$ cat src/design/opc_macros.svh
`ifndef OPC_MACROS_SVH
`define OPC_MACROS_SVH

// page zero stays free for program data.
`define OPC_RESET_PC 11'h100

`define OPC_MEM_DEPTH 2048

`define OPC_AXI_AW 14

// register block above the memory window.
`define OPC_CTRL_OFS   14'h2000
`define OPC_STATUS_OFS 14'h2004
`define OPC_REGS_OFS   14'h2008

`endif

$ cat src/design/opc_pkg.sv
package opc_pkg;

   typedef logic [10:0] addr_t;
   typedef logic [7:0]  data_t;
   typedef logic [4:0]  opcode_t;
   // bit 0 is the carry.
   typedef logic [2:0]  link_t;
   typedef logic [1:0]  axi_resp_t;

   typedef enum logic [2:0] {
      fetch0 = 3'd0,
      fetch1 = 3'd1,
      rdmem  = 3'd2,
      rdmem2 = 3'd3,
      exec   = 3'd4
   } cpu_state_t;

   localparam axi_resp_t okay   = 2'b00;
   localparam axi_resp_t slverr = 2'b10;

   // alu group, opcode bit 4 free.
   localparam logic [3:0] alu_and = 4'b0000;
   localparam logic [3:0] alu_lda = 4'b0001;
   localparam logic [3:0] alu_not = 4'b0010;
   localparam logic [3:0] alu_add = 4'b0011;

   localparam opcode_t op_ldap = 5'b01001;
   localparam opcode_t op_sta  = 5'b11000;
   localparam opcode_t op_stap = 5'b01000;
   localparam opcode_t op_jpc  = 5'b11001;
   localparam opcode_t op_jpz  = 5'b11010;
   localparam opcode_t op_jp   = 5'b11011;
   localparam opcode_t op_jsr  = 5'b11100;
   localparam opcode_t op_rts  = 5'b11101;
   localparam opcode_t op_lxa  = 5'b11110;

endpackage

$ cat src/design/opc_axil_host.sv
`timescale 1ns/1ps
`include "opc_macros.svh"

module opc_axil_host
   import opc_pkg::*;
(
   input  logic                   clk,
   input  logic                   reset_b,
   input  logic [`OPC_AXI_AW-1:0] awaddr,
   input  logic                   awvalid,
   output logic                   awready,
   input  logic [31:0]            wdata,
   input  logic [3:0]             wstrb,
   input  logic                   wvalid,
   output logic                   wready,
   output axi_resp_t              bresp,
   output logic                   bvalid,
   input  logic                   bready,
   input  logic [`OPC_AXI_AW-1:0] araddr,
   input  logic                   arvalid,
   output logic                   arready,
   output logic [31:0]            rdata,
   output axi_resp_t              rresp,
   output logic                   rvalid,
   input  logic                   rready,
   output logic                   run,
   input  logic                   halted,
   input  addr_t                  pc,
   input  data_t                  acc,
   input  link_t                  link,
   output addr_t                  host_addr,
   output data_t                  host_wdata,
   output logic                   host_we,
   input  data_t                  host_rdata
);

   logic        wr_fire;
   logic        rd_fire;
   logic        aw_mem;
   logic        aw_ctrl;
   logic        aw_ok;
   logic        ar_mem;
   logic        ar_ctrl;
   logic        ar_status;
   logic        ar_regs;
   logic        ar_ok;
   logic [31:0] rd_word;

   assign aw_mem  = ~awaddr[`OPC_AXI_AW-1];
   assign aw_ctrl = (awaddr == `OPC_CTRL_OFS);
   // status and regs accept writes and ignore them.
   assign aw_ok = aw_mem ? ~run
                         : (aw_ctrl || awaddr == `OPC_STATUS_OFS || awaddr == `OPC_REGS_OFS);

   assign ar_mem    = ~araddr[`OPC_AXI_AW-1];
   assign ar_ctrl   = (araddr == `OPC_CTRL_OFS);
   assign ar_status = (araddr == `OPC_STATUS_OFS);
   assign ar_regs   = (araddr == `OPC_REGS_OFS);
   assign ar_ok     = ar_mem ? ~run : (ar_ctrl || ar_status || ar_regs);

   assign wr_fire = awready & awvalid & wvalid;
   // one host address port, so reads wait out a write handshake.
   assign arready = ~rvalid & ~awready;
   assign rd_fire = arvalid & arready;

   assign host_addr  = wr_fire ? awaddr[`OPC_AXI_AW-2:2] : araddr[`OPC_AXI_AW-2:2];
   assign host_wdata = wdata[7:0];
   assign host_we    = wr_fire & aw_mem & ~run & wstrb[0];

   always_comb
   begin
      rd_word = '0;
      if (ar_mem)
         rd_word = {24'd0, host_rdata};
      else if (ar_ctrl)
         rd_word = {31'd0, run};
      else if (ar_status)
         rd_word = {31'd0, halted};
      else if (ar_regs)
         rd_word = {5'd0, pc, 5'd0, link, acc};
   end

   always_ff @(posedge clk or negedge reset_b)
   begin
      if (!reset_b)
      begin
         awready <= 1'b0;
         wready  <= 1'b0;
         bvalid  <= 1'b0;
         rvalid  <= 1'b0;
         run     <= 1'b0;
      end
      else
      begin
         // single cycle ready pulse per write.
         awready <= awvalid & wvalid & ~awready & ~bvalid;
         wready  <= awvalid & wvalid & ~awready & ~bvalid;
         if (bvalid && bready)
            bvalid <= 1'b0;
         else if (wr_fire)
            bvalid <= 1'b1;
         if (rvalid && rready)
            rvalid <= 1'b0;
         else if (rd_fire)
            rvalid <= 1'b1;
         if (wr_fire && aw_ctrl && wstrb[0])
            run <= wdata[0];
      end
   end

   always_ff @(posedge clk)
   begin
      if (wr_fire)
         bresp <= aw_ok ? okay : slverr;
      if (rd_fire)
      begin
         rdata <= ar_ok ? rd_word : 32'd0;
         rresp <= ar_ok ? okay : slverr;
      end
   end

endmodule

$ cat config.mk
export PLATFORM = sky130hd
export DESIGN_NAME = opc_axil_host
export DESIGN_NICKNAME = d
export VERILOG_FILES = /design/src/design/opc_pkg.sv /design/src/design/opc_axil_host.sv
export VERILOG_INCLUDE_DIRS = /design/src /design/src/design
export SDC_FILE = /design/constraint.sdc
export NUM_CORES = 1
export LEC_CHECK = 0
export BUFFER_PORTS_ARGS = -buffer_cell sky130_fd_sc_hd__buf_2
export CORE_AREA = 2 2 75 77
export CTS_CLUSTER_SIZE = 20
export DETAILED_ROUTE_END_ITERATION = 6
export DIE_AREA = 0 0 77 79
export PLACE_DENSITY = 0.83
export SETUP_SLACK_MARGIN = 0.02
export SLEW_MARGIN = 20
export SYNTH_ARGS = -nofsm -noshare
export SYNTH_HDL_FRONTEND = slang
export SYNTH_SLANG_ARGS = --single-unit
$ cat constraint.sdc
create_clock -name clk -period 2.6 [get_ports clk]
set_clock_uncertainty 0.2 [all_clocks]
set_input_delay 0.78 -clock clk [delete_from_list [all_inputs] [get_ports clk]]
set_output_delay 0.78 -clock clk [all_outputs]
set_load 0.02 [all_outputs]
# ---- After elaboration in Yosys (flattened, before gate mapping)
# Cells that the tools add are included.
# Widths: inputs -> output; s select.
dict set report totals {
  register_bits 30
  inputBits 102
  output_inout_bits 62
  elab_cells 56
}
dict set report op_classes {
  n_eq_ne 6
  mux 13
  n_bitwise 18
  n_reduce_logical 11
}
# operator count
set ops {}
lappend ops {{$eq 14x14->1 const B} 6}
lappend ops {{$mux 8} 4}
lappend ops {{$mux 11} 1}
lappend ops {{$and 1x1->1} 10}
lappend ops {{$not 1->1} 8}
lappend ops {{$mux 1} 6}
lappend ops {{$reduce_or 5->1} 1}
lappend ops {{$logic_and 1x1->1} 4}
lappend ops {{$logic_or 1x1->1} 4}
lappend ops {{$mux 2} 2}
lappend ops {{$reduce_bool 2->1} 2}

# ---- Longest topological paths before layout
dict set report logic_depth {
  ltp_word 6
  ltp_mapped 6
  depth_no_buf 5
}

# ---- Worst setup path after synthesis
# No wires, ideal clock.
dict set report synth_timing {
  path_type {in2out}
  from {in awvalid}
  to {out host_addr[1]}
  arrival_ps 1757
  t_required_ps 1620
  slack_ps -137
  cell_stages 4
  path_buffers 1
  path_cell_list {nand3_1 inv_1 clkbuf_1 mux2_2}
}
dict set report synth_between {
  elab_chain_cells 3
}
# item line
set synth_rtl {}
lappend synth_rtl {{start, declared} opc_axil_host.sv:10} ;# input logic awvalid,
lappend synth_rtl {{$and 1x1->1 (2 in a row)} opc_axil_host.sv:61} ;# assign wr_fire = awready & awvalid & wvalid;
lappend synth_rtl {{$mux 11} opc_axil_host.sv:66} ;# assign host_addr = wr_fire ? awaddr[`OPC_AXI_AW-2:2] : araddr[`OPC_AXI_AW-2:2];
lappend synth_rtl {{end, declared} opc_axil_host.sv:31} ;# output addr_t host_addr,
# Every way passes these cells.

# ---- Final worst setup path
dict set report layout_timing {
  from {in awvalid}
  to {out host_addr[4]}
}
# Same word-level chain as after synthesis.

==> implementation parameters <==
Parameter                              Value

STA
  Slew Viols, Final ... 0
  Setup slack of the critical path after layout ... about 0.0030 ns
  Final setup vio count ... 0
  Max frequency ... 385 MHz
  Hold Fails Final Rpt ... 0
  RSZ-0062 raised after global routing ... yes
  Minimum clock period ... about 2.6 ns
  Fin crit share ... between 90 and 100%
  Total negative slack ... 0 ns

Critical path
  Setup Crit Path Kind ... primary input to output port
  R2r setup slk ... between 0.6 and 0.7 ns
  Cell-by-cell trace of the critical path ... buf_8 > nand3_4 > inv_4 > buf_12 > mux2_4 > buf_6
  Path depth of the worst reg2reg path ... 7
  Crit path from ... awvalid
  Slowest stage delay, CP ... about 0.3 ns
  Maximum fanout count along the critical path ... 6
  Critical Path End Type ... output port
  Cell type of the slowest stage on the worst timing path ... sky130_fd_sc_hd__mux2_4
  Data arrival at the endpoint of the critical path ... 1.62 ns
  Data required time at the worst endpoint ... 1.62 ns
  Startpoint of the worst-slack reg-to-reg timing path ... wready$_DFF_PN0_
  Kind of start point of the critical path ... primary input
  Critical R2R Capture ... run$_DFFE_PN0P_

Pwr
  Power per cell area ... 469 mW/mm^2
  Peak supply drop ... between 0.0002 and 0.0003 V
  Clock network power share ... 29.3%
  Cell-internal power ... about 0.00085 W
  Logic pwr share ... 24.4%
  Proportion of power drawn by flip-flops and latches ... 46.3%
  Net Switching ... about 0.00030 W
  Leakage power total ... about 1.2 nW
  Switching fraction of total power ... between 20% and 30%

Cells and area
  Leading cell type in the layout, fill and taps excluded ... sky130_fd_sc_hd__buf_2
  Share of post-route cells with drive strength above 1 ... about three fifths
  Area of the multi-input gates ... just under 700 sq um
  Number of non-filler instances in the completed layout ... between 300 and 400
  Antenna Diode Count ... 0
  Number of inserted filler cells in the final layout ... around 510
  Nets ... roughly 350
  FF+latch area ... just over 800 sq um
  Leading cell types in the layout, fill and taps excluded ... sky130_fd_sc_hd__buf_2 (97), sky130_fd_sc_hd__edfxtp_1 (24), sky130_fd_sc_hd__and2_1 (15)
  Relative area change from synthesis to final layout ... 51.9%

CTS
  Maximum level of the CTS H-tree ... 1
  Max Root-Sink Buffers ... 2
  Total number of clock tree sinks ... 28
  Clk Tree Root Cell ... sky130_fd_sc_hd__clkbuf_8
  Clk_lat worst skew ... approximately 0.27 ns
  Clock slew at reported path FFs ... around 0.090 ns
  Number of hold buffers added after cts ... 0
  CTS tree ... built
  Number of buffers created by CTS ... 3

Placed design
  Routability congestion estimate from global placement ... 0.741
  Number of input and output port buffers inserted ... between 100 and 150
  Number of cells after detailed placement ... 312
  HPWL after detailed placement ... between 3 and 4 mm
  Setup Slack @ Placement ... -0.102 ns

Run
  Total of max-cap violations ... 0

Floorplan
  Site row count ... 27
  Die Footprint ... 0.00608 sq mm
  DIE HEIGHT ... 79 um
  Top Ports ... between 150 and 200
  Placeable core region ... between 0.005 and 0.006 sq mm
  Effective utilization at floorplan ... a little under a third
  Overall die width ... between 70 and 80 um

Detailed routing
  Final antenna-violating net count ... 0
  Post-detailed-routing wire length ... 4.17 mm
  Highest routing layer actually used ... met4
  WL/cell ... between 10 and 15 um
  Initial DRC count ... 24
  Post-DR vias/cell ... between 4 and 5
  Number of remaining DRC errors ... 0
  Detailed-routing wirelength on met1 ... 1.51 mm
  Detail Route met2 WL ... around 2.3 mm
  Detailed Routing Iterations Pass 1 ... 4
  Routed met3 length ... approximately 300 um
  Vias after detailed routing ... between 1000 and 1500

Logic synthesis
  Sequential cell area fraction in the yosys report ... between 50% and 60%
  Netlist area before placement ... 0.00161 sq mm
  Yosys warning total ... 0
  Area share of the leading cell type in the synthesized netlist ... 44.7%
  Most area-consuming cells after synthesis ... sky130_fd_sc_hd__edfxtp_1 (45%), sky130_fd_sc_hd__buf_4 (9.8%), sky130_fd_sc_hd__mux2_2 (8.4%)
  Average instance area after synthesis ... 11.8 sq um
  Distinct cell type count of the synthesized netlist ... 29
  Post-synthesis cell type with the largest combined area ... sky130_fd_sc_hd__edfxtp_1
  Gate count of the mapped netlist ... ~140
  Register bit count reported by yosys ... 28

Min path
  Path type of the worst min-delay path ... primary input to async pin

Global route
  Maximum number of pins on one net before global-route repair ... 25
  Wire length of the first global-routing pass ... around 6.4 mm
  Overflow left after global routing ... 0
  Via count of the first global-routing pass ... between 1000 and 1500
  Global-route usage over all layers ... a little over an eighth
  Initial antenna violation count ... 0

Status
  Status ... complete, no violations
## worst max path at each step
stage                         to  depth (start not counted)
floorplan           host_addr[1]                          4
global route        host_addr[4]                          6
global placement    host_addr[1]                          6
CTS                 host_addr[1]                          6
detailed placement  host_addr[1]                          6
finish              host_addr[4]                          6
## synthesized netlist by cell type, drive strengths merged
cell type	instances
buf	24
edfxtp	24
and2	15
mux2	12
a21oi	9
nand3	9
nand2b	7
nor2	7
dfrtp	4
nor4	4
nand2	3
clkbuf	2
inv	2
mux2i	2
nor3	2
nor4b	2
or4b	2
a21o	1
a31oi	1
conb	1
nand3b	1
o21ai	1
or2	1
or4	1
## cells by family after synthesis
logic type	Yosys count	share of synthesized area (%)
other	1	0.232
AND/OR/NAND/NOR	54	21.6
multiplexers	14	9.61
AO/OA/AOI/OAI	12	4.88
flip-flops	28	50.9
buffers and inverters	28	12.9
## power groups by stage
| stage | logic [W] | registers [W] | clock network (W) |
|---|---|---|---|
| 4_1_cts | 0.000279 | 0.000533 | 0.000349 |
| 2_1_floorplan | 0.000125 | 0.000585 | 0 |
| 5_1_grt | 0.000302 | 0.000536 | 0.000363 |
| 3_3_place_gp | 0.000245 | 0.000541 | 0 |
| 6_report | 0.000281 | 0.000532 | 0.000337 |
| 3_5_place_dp | 0.000248 | 0.000542 | 0 |
## registers in the layout, indices dropped and copies added, names as in the netlist
name / count
bresp: 1
bvalid: 1
rdata: 22
rresp: 1
run: 1
rvalid: 1
wready: 1
## routing by layer
layer	global-route usage, %	up-vias
li1	-	677
met1	14.5	654
met2	25.8	89
met3	1.48	8
met4	5.36	0
met5	0	-
## timing repair
action                                  4_1_cts  5_1_grt
pin swaps                                     1        1
endpoints found under the setup margin       11       11
cloned                                        1        0
setup buffers                                 2        2
resized for setup                            39        3
## metrics by stage
stage / utilization (%) / hold WS [ns] / area, sq um / total power, W
final: 45.9 / 0.0993 / 2450 / 0.00115
after global routing: 45.9 / 0.0825 / 2450 / 0.00120
after CTS: 45.5 / 0.0878 / 2430 / 0.00116
after detailed placement: 40.9 / 0.284 / 2180 / 0.000791
after global placement: 40.9 / 0.256 / 2180 / 0.000786
after floorplan: - / 0.284 / 1660 / 0.000710
## final cells by class
| class | count | area share (%) |
|---|---|---|
| Inverter | 2 | 0.408 |
| Sequential cell | 28 | 33.5 |
| Clock inverter | 1 | 1.22 |
| Timing Repair Buffer | 123 | 31.7 |
| Multi-Input combinational cell | 92 | 27.8 |
| Clock buffer | 3 | 1.68 |
| Tap cell | 72 | 3.67 |
## worst max-delay path: cells and delay by family
kind | cells | cell delay (ns)
buffers and inverters | 4 | 0.44
multiplexers | 1 | 0.30
AND/OR/NAND/NOR | 1 | 0.09
No activity file was read; power rests on OpenSTA's default activity.
