--- src/design/opc_macros.svh ---
`ifndef OPC_MACROS_SVH
`define OPC_MACROS_SVH

// page zero stays free for program data.
`define OPC_RESET_PC 11'h100

`define OPC_MEM_DEPTH 2048

`define OPC_AXI_AW 14

// register block above the memory window.
`define OPC_CTRL_OFS   14'h2000
`define OPC_STATUS_OFS 14'h2004
`define OPC_REGS_OFS   14'h2008

`endif

--- src/design/opc_pkg.sv ---
package opc_pkg;

   typedef logic [10:0] addr_t;
   typedef logic [7:0]  data_t;
   typedef logic [4:0]  opcode_t;
   // bit 0 is the carry.
   typedef logic [2:0]  link_t;
   typedef logic [1:0]  axi_resp_t;

   typedef enum logic [2:0] {
      fetch0 = 3'd0,
      fetch1 = 3'd1,
      rdmem  = 3'd2,
      rdmem2 = 3'd3,
      exec   = 3'd4
   } cpu_state_t;

   localparam axi_resp_t okay   = 2'b00;
   localparam axi_resp_t slverr = 2'b10;

   // alu group, opcode bit 4 free.
   localparam logic [3:0] alu_and = 4'b0000;
   localparam logic [3:0] alu_lda = 4'b0001;
   localparam logic [3:0] alu_not = 4'b0010;
   localparam logic [3:0] alu_add = 4'b0011;

   localparam opcode_t op_ldap = 5'b01001;
   localparam opcode_t op_sta  = 5'b11000;
   localparam opcode_t op_stap = 5'b01000;
   localparam opcode_t op_jpc  = 5'b11001;
   localparam opcode_t op_jpz  = 5'b11010;
   localparam opcode_t op_jp   = 5'b11011;
   localparam opcode_t op_jsr  = 5'b11100;
   localparam opcode_t op_rts  = 5'b11101;
   localparam opcode_t op_lxa  = 5'b11110;

endpackage

--- src/design/opc_bus_if.sv ---
`timescale 1ns/1ps

interface opc_bus_if
   import opc_pkg::*;
();

   addr_t address;
   data_t wdata;
   data_t rdata;
   // low for a store cycle.
   logic  rnw;

   modport core (
      output address,
      output wdata,
      output rnw,
      input  rdata
   );

   modport mem (
      input  address,
      input  wdata,
      input  rnw,
      output rdata
   );

endinterface

--- src/design/opc_core.sv ---
`timescale 1ns/1ps
`include "opc_macros.svh"

module opc_core
   import opc_pkg::*;
(
   input  logic    clk,
   input  logic    reset_b,
   input  logic    run,
   opc_bus_if.core bus,
   output logic    halted,
   output addr_t   pc,
   output data_t   acc,
   output link_t   link
);

   cpu_state_t state;
   opcode_t    ir;
   addr_t      opr;
   addr_t      inst_addr;
   logic       halt_q;
   logic       step;
   logic       writeback;

   assign step   = run & ~halt_q;
   assign halted = halt_q & run;

   // sta and stap store acc in exec.
   assign writeback   = run && (state == exec) && (ir == op_sta || ir == op_stap);
   assign bus.rnw     = ~writeback;
   assign bus.wdata   = acc;
   assign bus.address = (writeback || state == rdmem || state == rdmem2) ? opr : pc;

   always_ff @(posedge clk or negedge reset_b)
   begin
      if (!reset_b)
         state <= fetch0;
      else if (!step)
         state <= fetch0;
      else
      begin
         case (state)
            fetch0:  state <= fetch1;
            fetch1:  state <= ir[4] ? exec : rdmem;
            rdmem:   state <= (ir == op_ldap) ? rdmem2 : exec;
            rdmem2:  state <= exec;
            default: state <= fetch0;
         endcase
      end
   end

   // instruction and operand capture.
   always_ff @(posedge clk)
   begin
      if (step)
      begin
         case (state)
            fetch0:
            begin
               ir        <= bus.rdata[7:3];
               opr[10:8] <= bus.rdata[2:0];
               inst_addr <= pc;
            end
            fetch1, rdmem: opr[7:0] <= bus.rdata;
            // pointer target lands in page zero.
            rdmem2:  opr <= {3'b000, bus.rdata};
            default: ;
         endcase
      end
   end

   always_ff @(posedge clk or negedge reset_b)
   begin
      if (!reset_b)
      begin
         pc     <= `OPC_RESET_PC;
         acc    <= '0;
         link   <= '0;
         halt_q <= 1'b0;
      end
      else if (!run)
      begin
         pc     <= `OPC_RESET_PC;
         halt_q <= 1'b0;
      end
      else if (!halt_q)
      begin
         if (state == fetch0 || state == fetch1)
            pc <= pc + 11'd1;
         else if (state == exec)
         begin
            case (ir)
               op_jp:   pc <= opr;
               op_jpc:  pc <= link[0] ? opr : pc;
               op_jpz:  pc <= (acc == '0) ? opr : pc;
               op_jsr:  pc <= opr;
               op_rts:  pc <= {link, acc};
               default: ;
            endcase
            case (ir)
               op_jsr:  {link, acc} <= pc;
               op_lxa:  {link, acc} <= {acc[2:0], 5'b00000, link};
               op_ldap: acc <= opr[7:0];
               default:
               begin
                  case (ir[3:0])
                     alu_and: {link[0], acc} <= {1'b0, acc & opr[7:0]};
                     alu_lda: acc <= opr[7:0];
                     alu_not: acc <= ~opr[7:0];
                     alu_add: {link[0], acc} <= {1'b0, acc} + {8'd0, link[0]} + {1'b0, opr[7:0]};
                     default: ;
                  endcase
               end
            endcase
            // a jump onto itself ends the program.
            if (ir == op_jp && opr == inst_addr)
               halt_q <= 1'b1;
         end
      end
   end

endmodule

--- src/flat_wrapper.sv ---
// flat-port wrapper written by rule: the top's interface ports become plain ports
module opc_core_flat import opc_pkg::*;
  (clk, reset_b, run, halted, pc, acc, link, bus_address, bus_wdata, bus_rnw, bus_rdata);
  opc_bus_if bus_i ();
  input  logic clk;
  input  logic reset_b;
  input  logic run;
  output logic halted;
  output addr_t pc;
  output data_t acc;
  output link_t link;
  output wire logic [$bits(bus_i.address)-1:0] bus_address;
  output wire logic [$bits(bus_i.wdata)-1:0] bus_wdata;
  output wire logic [$bits(bus_i.rnw)-1:0] bus_rnw;
  input wire logic [$bits(bus_i.rdata)-1:0] bus_rdata;
  assign bus_address = bus_i.address;
  assign bus_wdata = bus_i.wdata;
  assign bus_rnw = bus_i.rnw;
  assign bus_i.rdata = bus_rdata;
  opc_core u_core (.clk(clk), .reset_b(reset_b), .run(run), .bus(bus_i), .halted(halted), .pc(pc), .acc(acc), .link(link));
endmodule
--- config.mk ---
export PLATFORM = sky130hd
export DESIGN_NAME = opc_core_flat
export DESIGN_NICKNAME = d
export VERILOG_FILES = /design/src/design/opc_pkg.sv /design/src/design/opc_bus_if.sv /design/src/design/opc_core.sv /design/src/flat_wrapper.sv
export VERILOG_INCLUDE_DIRS = /design/src /design/src/design
export SDC_FILE = /design/constraint.sdc
export NUM_CORES = 1
export LEC_CHECK = 0
export ABC_AREA = 1
export BUFFER_PORTS_ARGS = -buffer_cell sky130_fd_sc_hd__buf_2
export CORE_MARGIN = 5
export CORE_UTILIZATION = 60
export CTS_BUF_LIST = sky130_fd_sc_hd__clkbuf_8
export DETAILED_ROUTE_END_ITERATION = 10
export GPL_ROUTABILITY_DRIVEN = 0
export GPL_TIMING_DRIVEN = 0
export PLACE_DENSITY = 0.83
export RECOVER_POWER = 50
export SYNTH_ARGS = -nofsm -noshare
export SYNTH_HDL_FRONTEND = slang
export SYNTH_SLANG_ARGS = --single-unit
--- constraint.sdc ---
create_clock -name clk -period 2.25 [get_ports clk]
set_input_delay 0.45 -clock clk [delete_from_list [all_inputs] [get_ports clk]]
set_output_delay 0.45 -clock clk [all_outputs]
set_load 0.005 [all_outputs]
# Yosys cells after proc, flatten, opt, wreduce, memory -nomap -nowiden
# Index checks and enable logic that the tools add are counted.
[totals]
ff_bits = 53
latch_bits = 0
word_cells = 89
ram_bits = 0
output_inout_bits = 43
mem_count = 0
romBits = 0
[classes]
reduce_logical = 23
bitwise = 8
n_mul = 0
n_mux = 23
n_shift = 0
n_div = 0
eq_ne = 22
add_sub_neg = 3
magnitude_cmp = 0
[op_table]
columns = ["op", "n"]
rows = [
  ["2-to-1 mux 11 bit", 7],
  ["case mux 11 bit (4 select lines)", 1],
  ["== test 5 bit, second input constant", 7],
  ["case mux 8 bit (4 select lines)", 1],
  ["case mux 8 bit (3 select lines)", 1],
  ["AND reduction 5 bit", 3],
  ["case mux 3 bit (4 select lines)", 1],
  ["adder 11 x 1 -> 11 bit, second input constant", 1],
  ["== test 11 bit", 1],
  ["== test 5 x 4 -> 1 bit, second input constant", 2],
  ["adder 8 x 1 -> 9 bit", 1],
  ["adder 9 x 8 -> 9 bit", 1],
  ["2-to-1 mux 3 bit", 3],
  ["bitwise AND 8 bit", 1],
  ["== test 4 x 2 -> 1 bit, second input constant", 2],
  ["zero test 8 bit", 1],
  ["!= test 4 x 2 -> 1 bit, second input constant", 2],
  ["NOT 8 bit", 1],
  ["nonzero test 7 bit", 1],
  ["== test 3 x 2 -> 1 bit, second input constant", 2],
  ["!= test 6 x 2 -> 1 bit, second input constant", 1],
  ["case mux 3 bit (2 select lines)", 1],
  ["AND reduction 2 bit", 3],
  ["AND reduction 6 bit", 1],
  ["19 further kinds", 33],
]

# Longest topological paths before layout
[depth]
depth_word = 7
mapped_depth = 14
depth_no_buf = 14

# Least setup slack after synthesis
# Ideal clock, no wire load.
[synth_path]
path_kind = "input -> register"
startpoint = "in run"
endpoint = "reg u_core.inst_addr[0] (enable)"
cell_stages = 5
slack_ns = 0.251
arrival_ns = 1.611
path_buffers = 1
t_required_ns = 1.862
path_cell_list = "buf_4 inv_2 nor2_1 inv_2 nor2_1"
[synth_via]
elab_chain_cells = 2
[synth_rtl]
columns = ["element", "line", "source"]
rows = [
  ["start: declaration", "flat_wrapper.sv:7", "input logic run;"],
  ["bitwise AND 1 bit", "opc_core.sv:25", "assign step = run & ~halt_q;"],
  ["AND reduction 2 bit (no source line)", "-", ""],
  ["end signal: assignment", "opc_core.sv:62", "inst_addr <= pc;"],
  ["end: declaration", "opc_core.sv:20", "addr_t inst_addr;"],
]
# Every way passes these cells.
# A chain may end at the register's enable or synchronous reset.

# Worst setup path after layout
[layout_path]
startpoint = "reg u_core.state[1]"
endpoint = "out bus_address[2]"
[layout_via]
elab_chain_cells = 6
word_cells_on_any_way = 8
[layout_rtl]
columns = ["element", "line", "source"]
rows = [
  ["start: declaration", "opc_core.sv:17", "cpu_state_t state;"],
  ["start signal: assignment", "opc_core.sv:37", "state <= fetch0;"],
  ["start signal: assignment", "opc_core.sv:39", "state <= fetch0;"],
  ["start signal: assignment", "opc_core.sv:43", "fetch0: state <= fetch1;"],
  ["== test 3 bit", "opc_core.sv:29", "assign writeback = run && (state == exec) && (ir == op_sta || ir == op_stap);"],
  ["logical AND 1 bit (2 in a row)", "opc_core.sv:29", ""],
  ["logical OR 1 bit", "opc_core.sv:32", "assign bus.address = (writeback || state == rdmem || state == rdmem2) ? opr : pc;"],
  ["logical OR 1 bit (*)", "opc_core.sv:32", ""],
  ["2-to-1 mux 11 bit (*)", "opc_core.sv:32", ""],
  ["end: declaration", "flat_wrapper.sv:12", "output wire logic [$bits(bus_i.address)-1:0] bus_address;"],
]
# Mark *: on every way between the ends. The rest lies on a longest branch, timed or not.

==> impl_metrics.csv <==
group,metric,value,unit
yosys,yosysTopAreaCell,"edfxtp_1",
timing,fin_crit,2190,ps
drt,first_pass_iters,5,
grt,grt_pass1_wl,17.1,mm
timing,slew_viol_final,27,
place,port_buffers,52,
grt,grt_pass1_vias,3586,
yosys,synthTopCellsByArea,"edfxtp_1 22%, dfrtp_1 17%, nand2_1 14%",
run_status,status,"finished with violations",
clock_tree,ctsHoldBuffers,0,
yosys,async_flop_share,0.491,
floorplanning,initial_core_util,0.622,
yosys,syn_avg_cell_area,7.12,µm²
drt,routed_wl,11.2,mm
drt,wl_per_cell,16.6,µm
cells_and_area,area_delta_synth_final,16.4,%
timing,hold_viol_final,0,
timing,max-slew-margin-rel,-0.0369,
yosys,synth_cells,524,
grt,antenna_found_initial,0,
drt,antenna_left,0,
drt,route.detailed.drc,0,
floorplanning,die_y,88.8,µm
drt,avgViaCountPerCell,5.82,
cells_and_area,final_common_cell,"nand2_1",
flow_run,drv_cap,1,
setup_path,start_kind,"flop",
power,power_leakage,2.14,nW
yosys,ys.flop_type,"edfxtp_1",
yosys,netlist_area,3730,µm²
timing,setup_viol,0,
clock_tree,htreeDepth,2,
cells_and_area,stdcell_count,674,
setup_path,cp.arrival,1740,ps
yosys,yosys.area.top_type_share,0.217,
floorplanning,io_pins,54,
setup_path,crit_cells,9,
grt,grt_max_degree,27,
yosys,yosysSeqAreaShare,0.392,
setup_path,max_stage_delay,400,ps
yosys,ys_ff_latch,53,
cells_and_area,diodes,0,
power,peakVddDrop,0.688,mV
clock_tree,clock_sinks,53,
yosys,synth_edf_count,27,
run_status,failed_checks,"max-capacitance violations, max-slew violations",
setup_path,worstRegToRegCells,13,
timing,period_share,0.973,
clock_tree,tritoncts,"built",
place,dp_cells,651,
place,dp_hpwl,8.11,mm
drt,vias,3926,
yosys,ys_warn_count,0,
setup_path,path_cells,"nor2_2 > nand2_2 > nor2_4 > nand3_2 > nand2_4 > buf_8 > nand2_1 > o21ai_1 > buf_2",
grt,grtUsageTotal,0.285,
clock_tree,clock_path_buffers,2,
grt,grt_overflow,0,
setup_path,crit_type,"flop to primary output",
setup_path,end_kind,"primary output",
power,power.total,4.03,mW
setup_path,required,1800,ps
worst_hold_path,whs_path_depth,1,
clock_tree,root_buffer,"clkbuf_8",
clock_tree,cts_buffers,5,
setup_path,path_delay_family,"simple AND/OR/NAND/NOR gates",
cells_and_area,layout-drive-gt1-share,0.192,
cells_and_area,fin_nets,620,
setup_path,slowest_stage,"dfrtp_1",
yosys,synth_cell_types,33,
cells_and_area,layout_common_cells,"137 x nand2_1, 65 x nor2_1, 59 x inv_1",
yosys,synth_nets,546,
timing,fin_skew,4.77,ps
clock_tree,clk_pin_slew,100,ps
timing,tightest_slew,1560,ps
floorplanning,die_area,7890,µm²
worst_hold_path,hp-class,"input pin to flop",
clock_tree,clkLatencyLatePin,310,ps
power,powerDensity,927,nW/µm²
setup_path,path_max_fanout,10,
drt,drtIter0Drc,490,
floorplanning,rows,28,
setup_path,crit_buf_inv,2,
floorplanning,die_width,88.8,µm
floorplanning,core_area,5990,µm²
timing,fmax,457,MHz
timing,hold_ws,321,ps
## area by class of cell
class                           instances  area (µm²)
Buffer                                 17         131
Clock buffer                            5        68.8
Clock inverter                          3        38.8
Fill cell                             503        1650
Inverter                               70         263
Multi-Input combinational cell        384        1930
Sequential cell                        53        1460
Tap cell                               75        93.8
Timing Repair Buffer                   67         354
## metal layers
layer | vias to the layer above | GRT usage | wire [µm] | share of wire
li1 | 1849 | - | - | -
met1 | 1788 | 0.386 | 4500 | 0.40
met2 | 239 | 0.464 | 5100 | 0.46
met3 | 50 | 0.0410 | 1150 | 0.10
met4 | 0 | 0.109 | 425 | 0.038
met5 | - | 0 | 0 | 0
## through the flow
stage                     TNS [ps]  utilization  setup slack [ps]  cell area, µm²
after floorplan                  0            -               251            3730
after global placement       -6210        0.681              -352            4080
after detailed placement     -1390        0.682              -112            4090
after CTS                        0        0.712              5.60            4260
after global routing          -138        0.725             -33.5            4340
final                            0        0.725              60.0            4340
## kinds of logic after synthesis
logic type	synth area share
simple gates	0.310
compound gates	0.129
buf+inv	0.100
flops	0.392
xor+xnor	0.0282
fa+ha+maj	0.0409
## power by group
part	total [mW]	switching, mW	internal (mW)
logic	1.79	1.02	0.773
clock network	0.647	0.320	0.326
registers	1.59	0.325	1.26
total	4.03	1.67	2.36
## timing repair
action | CTS | global route
setup buffers | 5 | 10
endpoints found under the setup margin | 11 | 15
resized for setup | 10 | 11
pin swaps | 3 | 3
gates cloned | 0 | 0
## Yosys cell counts (all sizes together), types with 9 or more instances
library cell / instances
nand2: 144
nor2: 75
inv: 70
a21oi: 38
o21ai: 37
edfxtp: 27
nand3: 26
dfrtp: 25
buf: 16
nand4: 11
ha: 9
## sequential cells by signal, summed over array words and instances (netlist names)
signal,cells
u_core.acc,8
u_core.opr,11
u_core.inst_addr,11
u_core.ir,5
u_core.link,3
u_core.state,3
u_core.halt_q,1
u_core.pc,11
## path summary, 6_finish.rpt
kind / slack, ps / end / from
setup / recovery: 60 / bus_address[2] / u_core.state[1]$_DFF_PN0_
hold / removal: 320 / u_core.opr[7]$_DFFE_PP_ / bus_rdata[7]
setup reg to reg: 170 / u_core.link[0]$_DFFE_PN0P_ / u_core.opr[1]$_DFFE_PP_
hold reg to reg: 540 / u_core.inst_addr[3]$_DFFE_PP_ / u_core.pc[3]$_DFFE_PN0P_
max in group asynchronous: 730 / u_core.acc[0]$_DFFE_PN0P_ / reset_b
min in group asynchronous: 510 / u_core.pc[3]$_DFFE_PN0P_ / reset_b
Power figures use the tool's default switching activity.
